**src/logic/posit_config.svh**
```systemverilog
`ifndef POSIT_CONFIG_SVH
`define POSIT_CONFIG_SVH

//////////////////////////////////////////////////
// Posit format sizing
//////////////////////////////////////////////////

`define POSIT_N  32 // Word width
`define POSIT_ES 2  // Exponent field width
`define POSIT_BS 5  // Regime count width, log2 of word

`endif

```
**src/logic/posit_pkg.sv**
```systemverilog
`include "posit_config.svh"

// Number format types
package posit_pkg;

	//////////////////////////////////////////////////
	// Raw word
	//////////////////////////////////////////////////

	typedef logic [`POSIT_N-1:0] posit_t;

	//////////////////////////////////////////////////
	// One operand after decoding
	//////////////////////////////////////////////////

	typedef struct packed {
		logic                   sign;   // Word MSB
		logic                   nar;    // 0x80000000
		logic                   zero;   // All zero
		logic                   rpos;   // Run of ones, regime >= 0
		logic [`POSIT_BS-1:0]   regime; // Magnitude of k
		logic [`POSIT_ES-1:0]   exp;
		logic [`POSIT_N-`POSIT_ES:0] mant; // Hidden bit on top
	} posit_dec_t;

endpackage

```
**src/logic/posit_mult_pkg.sv**
```systemverilog
`include "posit_config.svh"

// Multiplier datapath types
package posit_mult_pkg;

	// Combined scale 4*k + e, both operands summed
	typedef logic signed [`POSIT_BS+`POSIT_ES+1:0] scale_t;

	//////////////////////////////////////////////////
	// Mantissa product plus scale
	//////////////////////////////////////////////////

	typedef struct packed {
		logic   sign;  // XOR of operand signs
		logic   nar;   // Either operand NaR
		logic   zero;  // Both operands zero
		logic   norm;  // Clear when a zero operand killed the product
		scale_t scale;
		logic [2*(`POSIT_N-`POSIT_ES+1)-1:0] mant; // MSB is the hidden one
	} prod_t;

	//////////////////////////////////////////////////
	// Encoded result, what the output bank holds
	//////////////////////////////////////////////////

	typedef struct packed {
		posit_pkg::posit_t word;
		logic              nar;
		logic              zero;
	} mult_out_t;

endpackage

```
**src/logic/posit_lod.sv**
```systemverilog
`timescale 1ns/1ps

// Leading-one detector tree
// Position counted from the MSB, so an MSB hit gives 0
module posit_lod #(
	parameter int W = 32 // Power of two, 2 or more
) (
	input  logic [W-1:0]         in_i,
	output logic [$clog2(W)-1:0] pos_o,
	output logic                 vld_o  // Any bit set
);

	generate
		if (W == 2) begin : g_leaf
			assign vld_o = |in_i;
			assign pos_o = ~in_i[1] & in_i[0]; // 1 only when MSB clear
		end else begin : g_node
			localparam int SW = $clog2(W) - 1; // Child position width
			logic [SW-1:0] pos_hi;
			logic [SW-1:0] pos_lo;
			logic          vld_hi;
			logic          vld_lo;

			posit_lod #(.W(W/2)) u_hi (.in_i(in_i[W-1:W/2]), .pos_o(pos_hi), .vld_o(vld_hi));
			posit_lod #(.W(W/2)) u_lo (.in_i(in_i[W/2-1:0]), .pos_o(pos_lo), .vld_o(vld_lo));

			// Upper half wins, else offset by W/2
			assign vld_o = vld_hi | vld_lo;
			assign pos_o = vld_hi ? {1'b0, pos_hi} : {vld_lo, pos_lo};
		end
	endgenerate

endmodule

```
**src/logic/posit_decoder.sv**
```systemverilog
`timescale 1ns/1ps
`include "posit_config.svh"

// Splits one posit word into sign, regime, exponent, mantissa
module posit_decoder (
	input  posit_pkg::posit_t     word_i,
	output posit_pkg::posit_dec_t dec_o
);

	logic [`POSIT_N-1:0]  mag;      // Absolute value
	logic                 rc;       // First regime bit
	logic [`POSIT_N-1:0]  run_scan; // Regime run as leading zeros
	logic [`POSIT_BS-1:0] run_len;
	logic                 run_vld;
	logic [`POSIT_N-1:0]  shifted;

	//////////////////////////////////////////////////
	// Magnitude and regime run
	//////////////////////////////////////////////////

	assign mag = word_i[`POSIT_N-1] ? -word_i : word_i;
	assign rc  = mag[`POSIT_N-2];

	// Ones run inverted into zeros
	// Appended 1 stops an all-ones run at maxpos
	assign run_scan = rc ? {~mag[`POSIT_N-2:0], 1'b1} : {mag[`POSIT_N-2:0], 1'b0};

	posit_lod #(.W(`POSIT_N)) u_lod (
		.in_i  (run_scan),
		.pos_o (run_len),  // Length of the run
		.vld_o (run_vld)   // Low only for 0 and NaR
	);

	// Drop the first regime bit, then the rest of the run and terminator
	assign shifted = {mag[`POSIT_N-3:0], 2'b00} << run_len;

	//////////////////////////////////////////////////
	// Fields
	//////////////////////////////////////////////////

	assign dec_o.sign   = word_i[`POSIT_N-1];
	assign dec_o.nar    = word_i[`POSIT_N-1] & ~run_vld;
	assign dec_o.zero   = ~word_i[`POSIT_N-1] & ~run_vld;
	assign dec_o.rpos   = rc;
	assign dec_o.regime = rc ? run_len - 1'b1 : run_len; // k = run-1 for ones
	assign dec_o.exp    = shifted[`POSIT_N-1:`POSIT_N-`POSIT_ES];
	assign dec_o.mant   = {run_vld, shifted[`POSIT_N-`POSIT_ES-1:0]}; // Hidden bit

endmodule

```
**src/logic/posit_mant_mult.sv**
```systemverilog
`timescale 1ns/1ps
`include "posit_config.svh"

// Mantissa product, normalization and scale sum
module posit_mant_mult (
	input  posit_pkg::posit_dec_t a_i,
	input  posit_pkg::posit_dec_t b_i,
	output posit_mult_pkg::prod_t prod_o
);

	import posit_mult_pkg::*;

	logic [2*(`POSIT_N-`POSIT_ES+1)-1:0] mant_raw;
	logic [2*(`POSIT_N-`POSIT_ES+1)-1:0] mant_norm;
	logic                                ovf;     // Product in [2,4)
	scale_t                              scale_a;
	scale_t                              scale_b;

	// Signed 4*k + e from regime count and exponent
	function automatic scale_t to_scale(
		input logic                 rpos,
		input logic [`POSIT_BS-1:0] regime,
		input logic [`POSIT_ES-1:0] exp
	);
		logic signed [`POSIT_BS+1:0] k;
		k = rpos ? {2'b00, regime} : -{2'b00, regime};
		return {k, exp};
	endfunction

	//////////////////////////////////////////////////
	// Mantissa
	//////////////////////////////////////////////////

	assign mant_raw  = a_i.mant * b_i.mant;
	assign ovf       = mant_raw[$high(mant_raw)];
	assign mant_norm = ovf ? mant_raw : mant_raw << 1; // Hidden one to MSB

	//////////////////////////////////////////////////
	// Scale, sign, specials
	//////////////////////////////////////////////////

	assign scale_a = to_scale(a_i.rpos, a_i.regime, a_i.exp);
	assign scale_b = to_scale(b_i.rpos, b_i.regime, b_i.exp);

	assign prod_o.scale = scale_a + scale_b + scale_t'(ovf); // Carry from overflow
	assign prod_o.mant  = mant_norm;
	assign prod_o.norm  = mant_norm[$high(mant_norm)];
	assign prod_o.sign  = a_i.sign ^ b_i.sign;
	assign prod_o.nar   = a_i.nar | b_i.nar;
	assign prod_o.zero  = a_i.zero & b_i.zero; // Both must be zero

endmodule

```
**src/logic/posit_encoder.sv**
```systemverilog
`timescale 1ns/1ps
`include "posit_config.svh"

// Packs scale and mantissa back into a posit word, round to nearest even
module posit_encoder (
	input  posit_mult_pkg::prod_t     prod_i,
	output posit_mult_pkg::mult_out_t res_o
);

	import posit_mult_pkg::*;

	localparam int N  = `POSIT_N;
	localparam int PW = 2 * (`POSIT_N - `POSIT_ES + 1); // Product width

	scale_t                       scale;
	logic                         neg;       // Scale below zero
	logic [`POSIT_BS+`POSIT_ES:0] scale_mag;
	logic [`POSIT_ES-1:0]         exp_o;
	logic [`POSIT_BS:0]           run;       // Regime bits incl. terminator pos
	logic [`POSIT_BS-1:0]         shamt;
	logic [2*N+2:0]               pattern;
	logic [3*N+2:0]               shifted;
	logic [N-1:0]                 window;    // Result bits plus guard at bit 0
	logic                         lsb;
	logic                         guard;
	logic                         rnd;
	logic                         sticky;
	logic                         ulp;
	logic [N-1:0]                 rounded;
	logic [N-1:0]                 mag_word;
	logic [N-1:0]                 signed_word;

	//////////////////////////////////////////////////
	// Scale to regime run and exponent
	//////////////////////////////////////////////////

	assign scale     = prod_i.scale;
	assign neg       = scale[$high(scale)];
	assign scale_mag = neg ? -scale[`POSIT_BS+`POSIT_ES:0] : scale[`POSIT_BS+`POSIT_ES:0];
	assign exp_o     = scale[`POSIT_ES-1:0]; // Two's complement low bits

	// Positive k needs k+1 ones, negative needs -k zeros
	assign run = (!neg || |scale_mag[`POSIT_ES-1:0])
		? scale_mag[`POSIT_BS+`POSIT_ES:`POSIT_ES] + 1'b1
		: scale_mag[`POSIT_BS+`POSIT_ES:`POSIT_ES];
	assign shamt = run[`POSIT_BS] ? '1 : run[`POSIT_BS-1:0]; // Saturate at word

	//////////////////////////////////////////////////
	// Regime, exponent, fraction, G R S
	//////////////////////////////////////////////////

	// Run fill on top, opposite bit is the terminator
	assign pattern = {{N{~neg}}, neg, exp_o, prod_i.mant[PW-2:PW-N],
		|prod_i.mant[PW-N-1:0]};
	assign shifted = {pattern, {N{1'b0}}} >> shamt;
	assign window  = shifted[2*N+2:N+3];

	assign lsb    = shifted[N+4];
	assign guard  = shifted[N+3];
	assign rnd    = shifted[N+2];
	assign sticky = |shifted[N+1:0];
	assign ulp    = guard & (lsb | rnd | sticky); // Ties go to even

	// Long regime leaves no room to round
	assign rounded = (run < N - `POSIT_ES - 2) ? window + {{(N-1){1'b0}}, ulp} : window;

	//////////////////////////////////////////////////
	// Sign and specials
	//////////////////////////////////////////////////

	assign mag_word    = {1'b0, rounded[N-1:1]}; // Guard dropped
	assign signed_word = prod_i.sign ? -mag_word : mag_word;

	assign res_o.word = (prod_i.nar | prod_i.zero | ~prod_i.norm)
		? {prod_i.nar, {(N-1){1'b0}}}
		: signed_word;
	assign res_o.nar  = prod_i.nar;
	assign res_o.zero = prod_i.zero;

endmodule

```
**src/logic/posit_mult_top.sv**
```systemverilog
`timescale 1ns/1ps
`include "posit_config.svh"

// Registered posit multiplier
module posit_mult_top (
	input  logic              Clk,
	input  logic              rst,
	input  logic              start_i, // Operand pair valid
	input  posit_pkg::posit_t a_i,
	input  posit_pkg::posit_t b_i,
	output posit_pkg::posit_t p_o,
	output logic              nar_o,
	output logic              zero_o,
	output logic              done_o   // start_i, two stages on
);

	import posit_pkg::*;
	import posit_mult_pkg::*;

	posit_t     a_q;
	posit_t     b_q;
	logic       start_q;
	posit_dec_t dec_a;
	posit_dec_t dec_b;
	prod_t      prod;
	mult_out_t  res;
	mult_out_t  res_q;
	logic       done_q;

	//////////////////////////////////////////////////
	// Input bank
	//////////////////////////////////////////////////

	always_ff @(posedge Clk) begin
		if (rst) begin
			a_q     <= '0;
			b_q     <= '0;
			start_q <= 1'b0;
		end else begin
			a_q     <= a_i;
			b_q     <= b_i;
			start_q <= start_i;
		end
	end

	// Combinational datapath
	posit_decoder   u_dec_a  (.word_i(a_q), .dec_o(dec_a));
	posit_decoder   u_dec_b  (.word_i(b_q), .dec_o(dec_b));
	posit_mant_mult u_mult   (.a_i(dec_a), .b_i(dec_b), .prod_o(prod));
	posit_encoder   u_encode (.prod_i(prod), .res_o(res));

	//////////////////////////////////////////////////
	// Output bank
	//////////////////////////////////////////////////

	always_ff @(posedge Clk) begin
		if (rst) begin
			res_q  <= '0;
			done_q <= 1'b0;
		end else begin
			res_q  <= res;     // Overwritten every cycle
			done_q <= start_q;
		end
	end

	assign p_o    = res_q.word;
	assign nar_o  = res_q.nar;
	assign zero_o = res_q.zero;
	assign done_o = done_q;

endmodule

```
**config.mk**
```make
export PLATFORM = sky130hd
export DESIGN_NAME = posit_mult_top
export DESIGN_NICKNAME = d
export VERILOG_FILES = /design/src/logic/posit_pkg.sv /design/src/logic/posit_mult_pkg.sv /design/src/logic/posit_lod.sv /design/src/logic/posit_decoder.sv /design/src/logic/posit_mant_mult.sv /design/src/logic/posit_encoder.sv /design/src/logic/posit_mult_top.sv
export VERILOG_INCLUDE_DIRS = /design/src /design/src/logic
export SDC_FILE = /design/constraint.sdc
export NUM_CORES = 2
export LEC_CHECK = 0
export BUFFER_PORTS_ARGS = -buffer_cell sky130_fd_sc_hd__buf_4
export CAP_MARGIN = 25
export CORE_ASPECT_RATIO = 1.4
export CORE_MARGIN = 2
export CORE_UTILIZATION = 40
export DETAILED_ROUTE_END_ITERATION = 8
export PLACE_DENSITY = 0.64
export REMOVE_ABC_BUFFERS = 1
export SLEW_MARGIN = 20
export SYNTH_ARGS = -nofsm -noshare
export SYNTH_HDL_FRONTEND = slang
export SYNTH_HIERARCHICAL = 1
export SYNTH_SLANG_ARGS = --single-unit
```
**constraint.sdc**
```tcl
create_clock -name Clk -period 19.6 [get_ports Clk]
set_input_delay 0.98 -clock Clk [delete_from_list [all_inputs] [get_ports Clk]]
set_output_delay 0.98 -clock Clk [all_outputs]
set_load 0.01 [all_outputs]
```
==> impl_metrics.csv <==
group,metric,value,unit
run_status,run_status,"finished, final reports clean",
cells_and_area,final_cells,7729,
placement,portBuffers,101,
global_routing,grt_pass1_wl,255000,um
sta,finalHoldViolations,0,
yosys,ys.flop_type,"dfxtp_1",
yosys,synth.most_common_cell,"fa_1",
setup_path,slowest_delay,600,ps
drt,ant_nets,0,
drt,wire_per_inst,20.4,um
floorplanning,die_y,424,um
cells_and_area,ff_latch_area,2000,sq um
clock_network,clkTransAtPathRegs,70,ps
yosys,async_reset_ff_share,0,%
drt,num_vias,43841,
yosys,ys_ff_latch,100,
yosys,post_synth.cell_area_avg,8.45,sq um
placement,dpl.hpwl,130000,um
yosys,netlist.area_leader.share,33.3,%
floorplanning,core-area,126000,sq um
yosys,synth_compound_area_share,12.9,%
yosys,synth-edff-count,0,
yosys,synthMuxAreaShare,5.66,%
drt,drt-total-wl,158000,um
yosys,synthSimpleGateAreaFrac,22.9,%
setup_path,cp_slowest_cell,"fa_2",
clock_network,htree_levels,3,
sta,finClkSkew,24.1,ps
setup_path,critical_path_class,"flip-flop to flip-flop",
sta,fmax,52.5,MHz
floorplanning,placementRows,154,
global_routing,grt_max_degree,63,
drt,initialDrtViolationCount,2857,
cells_and_area,area_growth,11.1,%
setup_path,cp-start-kind,"flip-flop",
global_routing,gr-total-overflow,0,
setup_path,crit_path_end_kind,"flip-flop",
cells_and_area,nFillCells,12422,
sta,tightest_slew,1100,ps
drt,drc,0,
sta,slew_headroom,26.0,%
yosys,synth_commonest_cells,"839 x fa_1, 822 x inv_1, 706 x nand2_1",
sta,rsz0062_at_grt,"yes",
cells_and_area,design_area,56100,sq um
setup_path,cp_common_cell,"fa_1",
placement,preCtsSetupSlack,49.0,ps
clock_network,clock_sinks,100,
yosys,ys_warn_count,6,
global_routing,groute.usage.overall,24.6,%
yosys,synth_top_cell_by_area,"fa_1",
floorplanning,die-area,129000,sq um
placement,place_area,55100,sq um
sta,worst_hold_slack,447,ps
clock_network,cts_hold_buf,0,
sta,timing.final.crit_share,97.3,%
cells_and_area,multiInputGateArea,44100,sq um
floorplanning,die_x,304,um
placement,dpl.cell_count,7685,
yosys,synth-adder-area-share,39.9,%
yosys,synth.yosys.seq_area_share,3.96,%
hold_path,hold_path.class,"flip-flop to flip-flop",
global_routing,first_global_vias,46892,
sta,layout_min_cycle_time,19060,ps
setup_path,cp_data_required_time,19920,ps
sta,drv_slew,0,
floorplanning,ioPinCount,102,
global_routing,antenna_found_initial,0,
placement,globalplace.congestion,0.980,
setup_path,cp.arrival,19380,ps
clock_network,tritoncts,"built",
drt,first_pass_iters,5,
clock_network,cts_buffers,9,
yosys,yosys-top-cells-area,"fa_1 33%, ha_1 6.7%, inv_1 6.1%, and2_1 6.1%, nand2_1 5.2%",
yosys,ys_types,129,
job,cap_viol_max_count,0,
sta,setup_ws,538,ps
cells_and_area,nets,7261,
drt,viasPerCell,5.67,
floorplanning,initial_core_util,40.2,%
sta,setup_violations,0,
yosys,synth_top_family_by_area,"adder cells",
clock_network,root_buffer,"clkbuf_16",
clock_network,worstSkewPairLatency,400,ps
yosys,netlist_area,50500,sq um
yosys,syn-instance-count,5974,
yosys,synth_xor_area_share,4.51,%
clock_network,cts_buffer_depth,2,
cells_and_area,drive_gt1_share,17.0,%
setup_path,worstPathMaxFanout,33,
## sequential cells by signal, summed over array words and instances (netlist names)
register and cells:
zero_o 1, start_q 1, a_q 32, b_q 32, nar_o 1, p_o 32, done_o 1
## repair_timing
item / 4_1_cts / 5_1_grt
endpoints found under the setup margin: 3 / 28
gates resized for setup: 1 / 100
setup buffers: 0 / 19
pin swaps: 0 / 19
gates cloned: 0 / 3
## metrics by stage
stage / utilization (%) / TNS (ps)
floorplan: - / -163600
global placement: 43.8 / 0
detailed placement: 43.8 / 0
CTS: 44.1 / 0
global route: 44.7 / -348
finish: 44.7 / 0
## logic make-up (layout without fill, tap and decap cells)
kind of cell / Yosys count / count (layout)
other: 2 / 9
flip-flops: 100 / 100
AND/OR/NAND/NOR: 2137 / 2137
buffers and inverters: 1256 / 1364
AO/OA/AOI/OAI: 894 / 894
adder cells (fa/ha/maj): 1109 / 1109
XOR/XNOR: 254 / 254
multiplexers: 222 / 224
## path summary, 6_finish.rpt
check | end | depth (start not counted) | slack (ps) | startpoint
worst max-delay path | p_o[30] | 67 | 540 | b_q[8]
worst min-delay path | done_o | 1 | 450 | start_q
worst max register to register | p_o[30] | 67 | 540 | b_q[8]
worst min register to register | done_o | 1 | 450 | start_q
## critical path, delay by kind of cell, from the launching register on
family,cells,cell delay (ps)
AO/OA/AOI/OAI,23,5220
adder cells (fa/ha/maj),11,4890
AND/OR/NAND/NOR,15,4620
buffers and inverters,10,1630
multiplexers,4,1500
XOR/XNOR,4,730
flip-flops,1,340
## placed cells by master, fill, tap and decap left out, types with 69 or more instances in the layout
| cell type | synthesis | layout |
|---|---|---|
| fa_1 | 839 | 835 |
| inv_1 | 822 | 820 |
| nand2_1 | 706 | 704 |
| and2_1 | 491 | 490 |
| buf_4 | 17 | 449 |
| ha_1 | 270 | 269 |
| nor2_1 | 264 | 235 |
| xnor2_1 | 164 | 162 |
| a21oi_1 | 173 | 161 |
| o21ai_0 | 121 | 116 |
| dfxtp_1 | 100 | 98 |
| nor3_1 | 99 | 96 |
| xor2_1 | 86 | 83 |
| mux2i_1 | 72 | 69 |
| o22ai_1 | 71 | 69 |
## cell type report
| class | count | share of cell area (%) |
|---|---|---|
| clock buffer | 9 | 0.401 |
| multi-input combinational | 4626 | 78.5 |
| timing repair buffer | 516 | 8.10 |
| sequential | 100 | 3.57 |
| antenna | 1 | 0.00446 |
| inverter | 832 | 5.59 |
| clock inverter | 7 | 0.163 |
| tap | 1638 | 3.65 |
## per-layer routing
layer / vias to the layer above / wire, um / track usage [%]
li1: 19746 / - / -
met1: 22134 / 58300 / 27.3
met2: 1469 / 83800 / 46.6
met3: 492 / 6010 / 1.39
met4: 0 / 9920 / 13.8
met5: - / 0 / 0
Power is left out: the tool's default activity adds up to more than one toggle a clock period on the data nets, which glitch-free logic cannot reach.
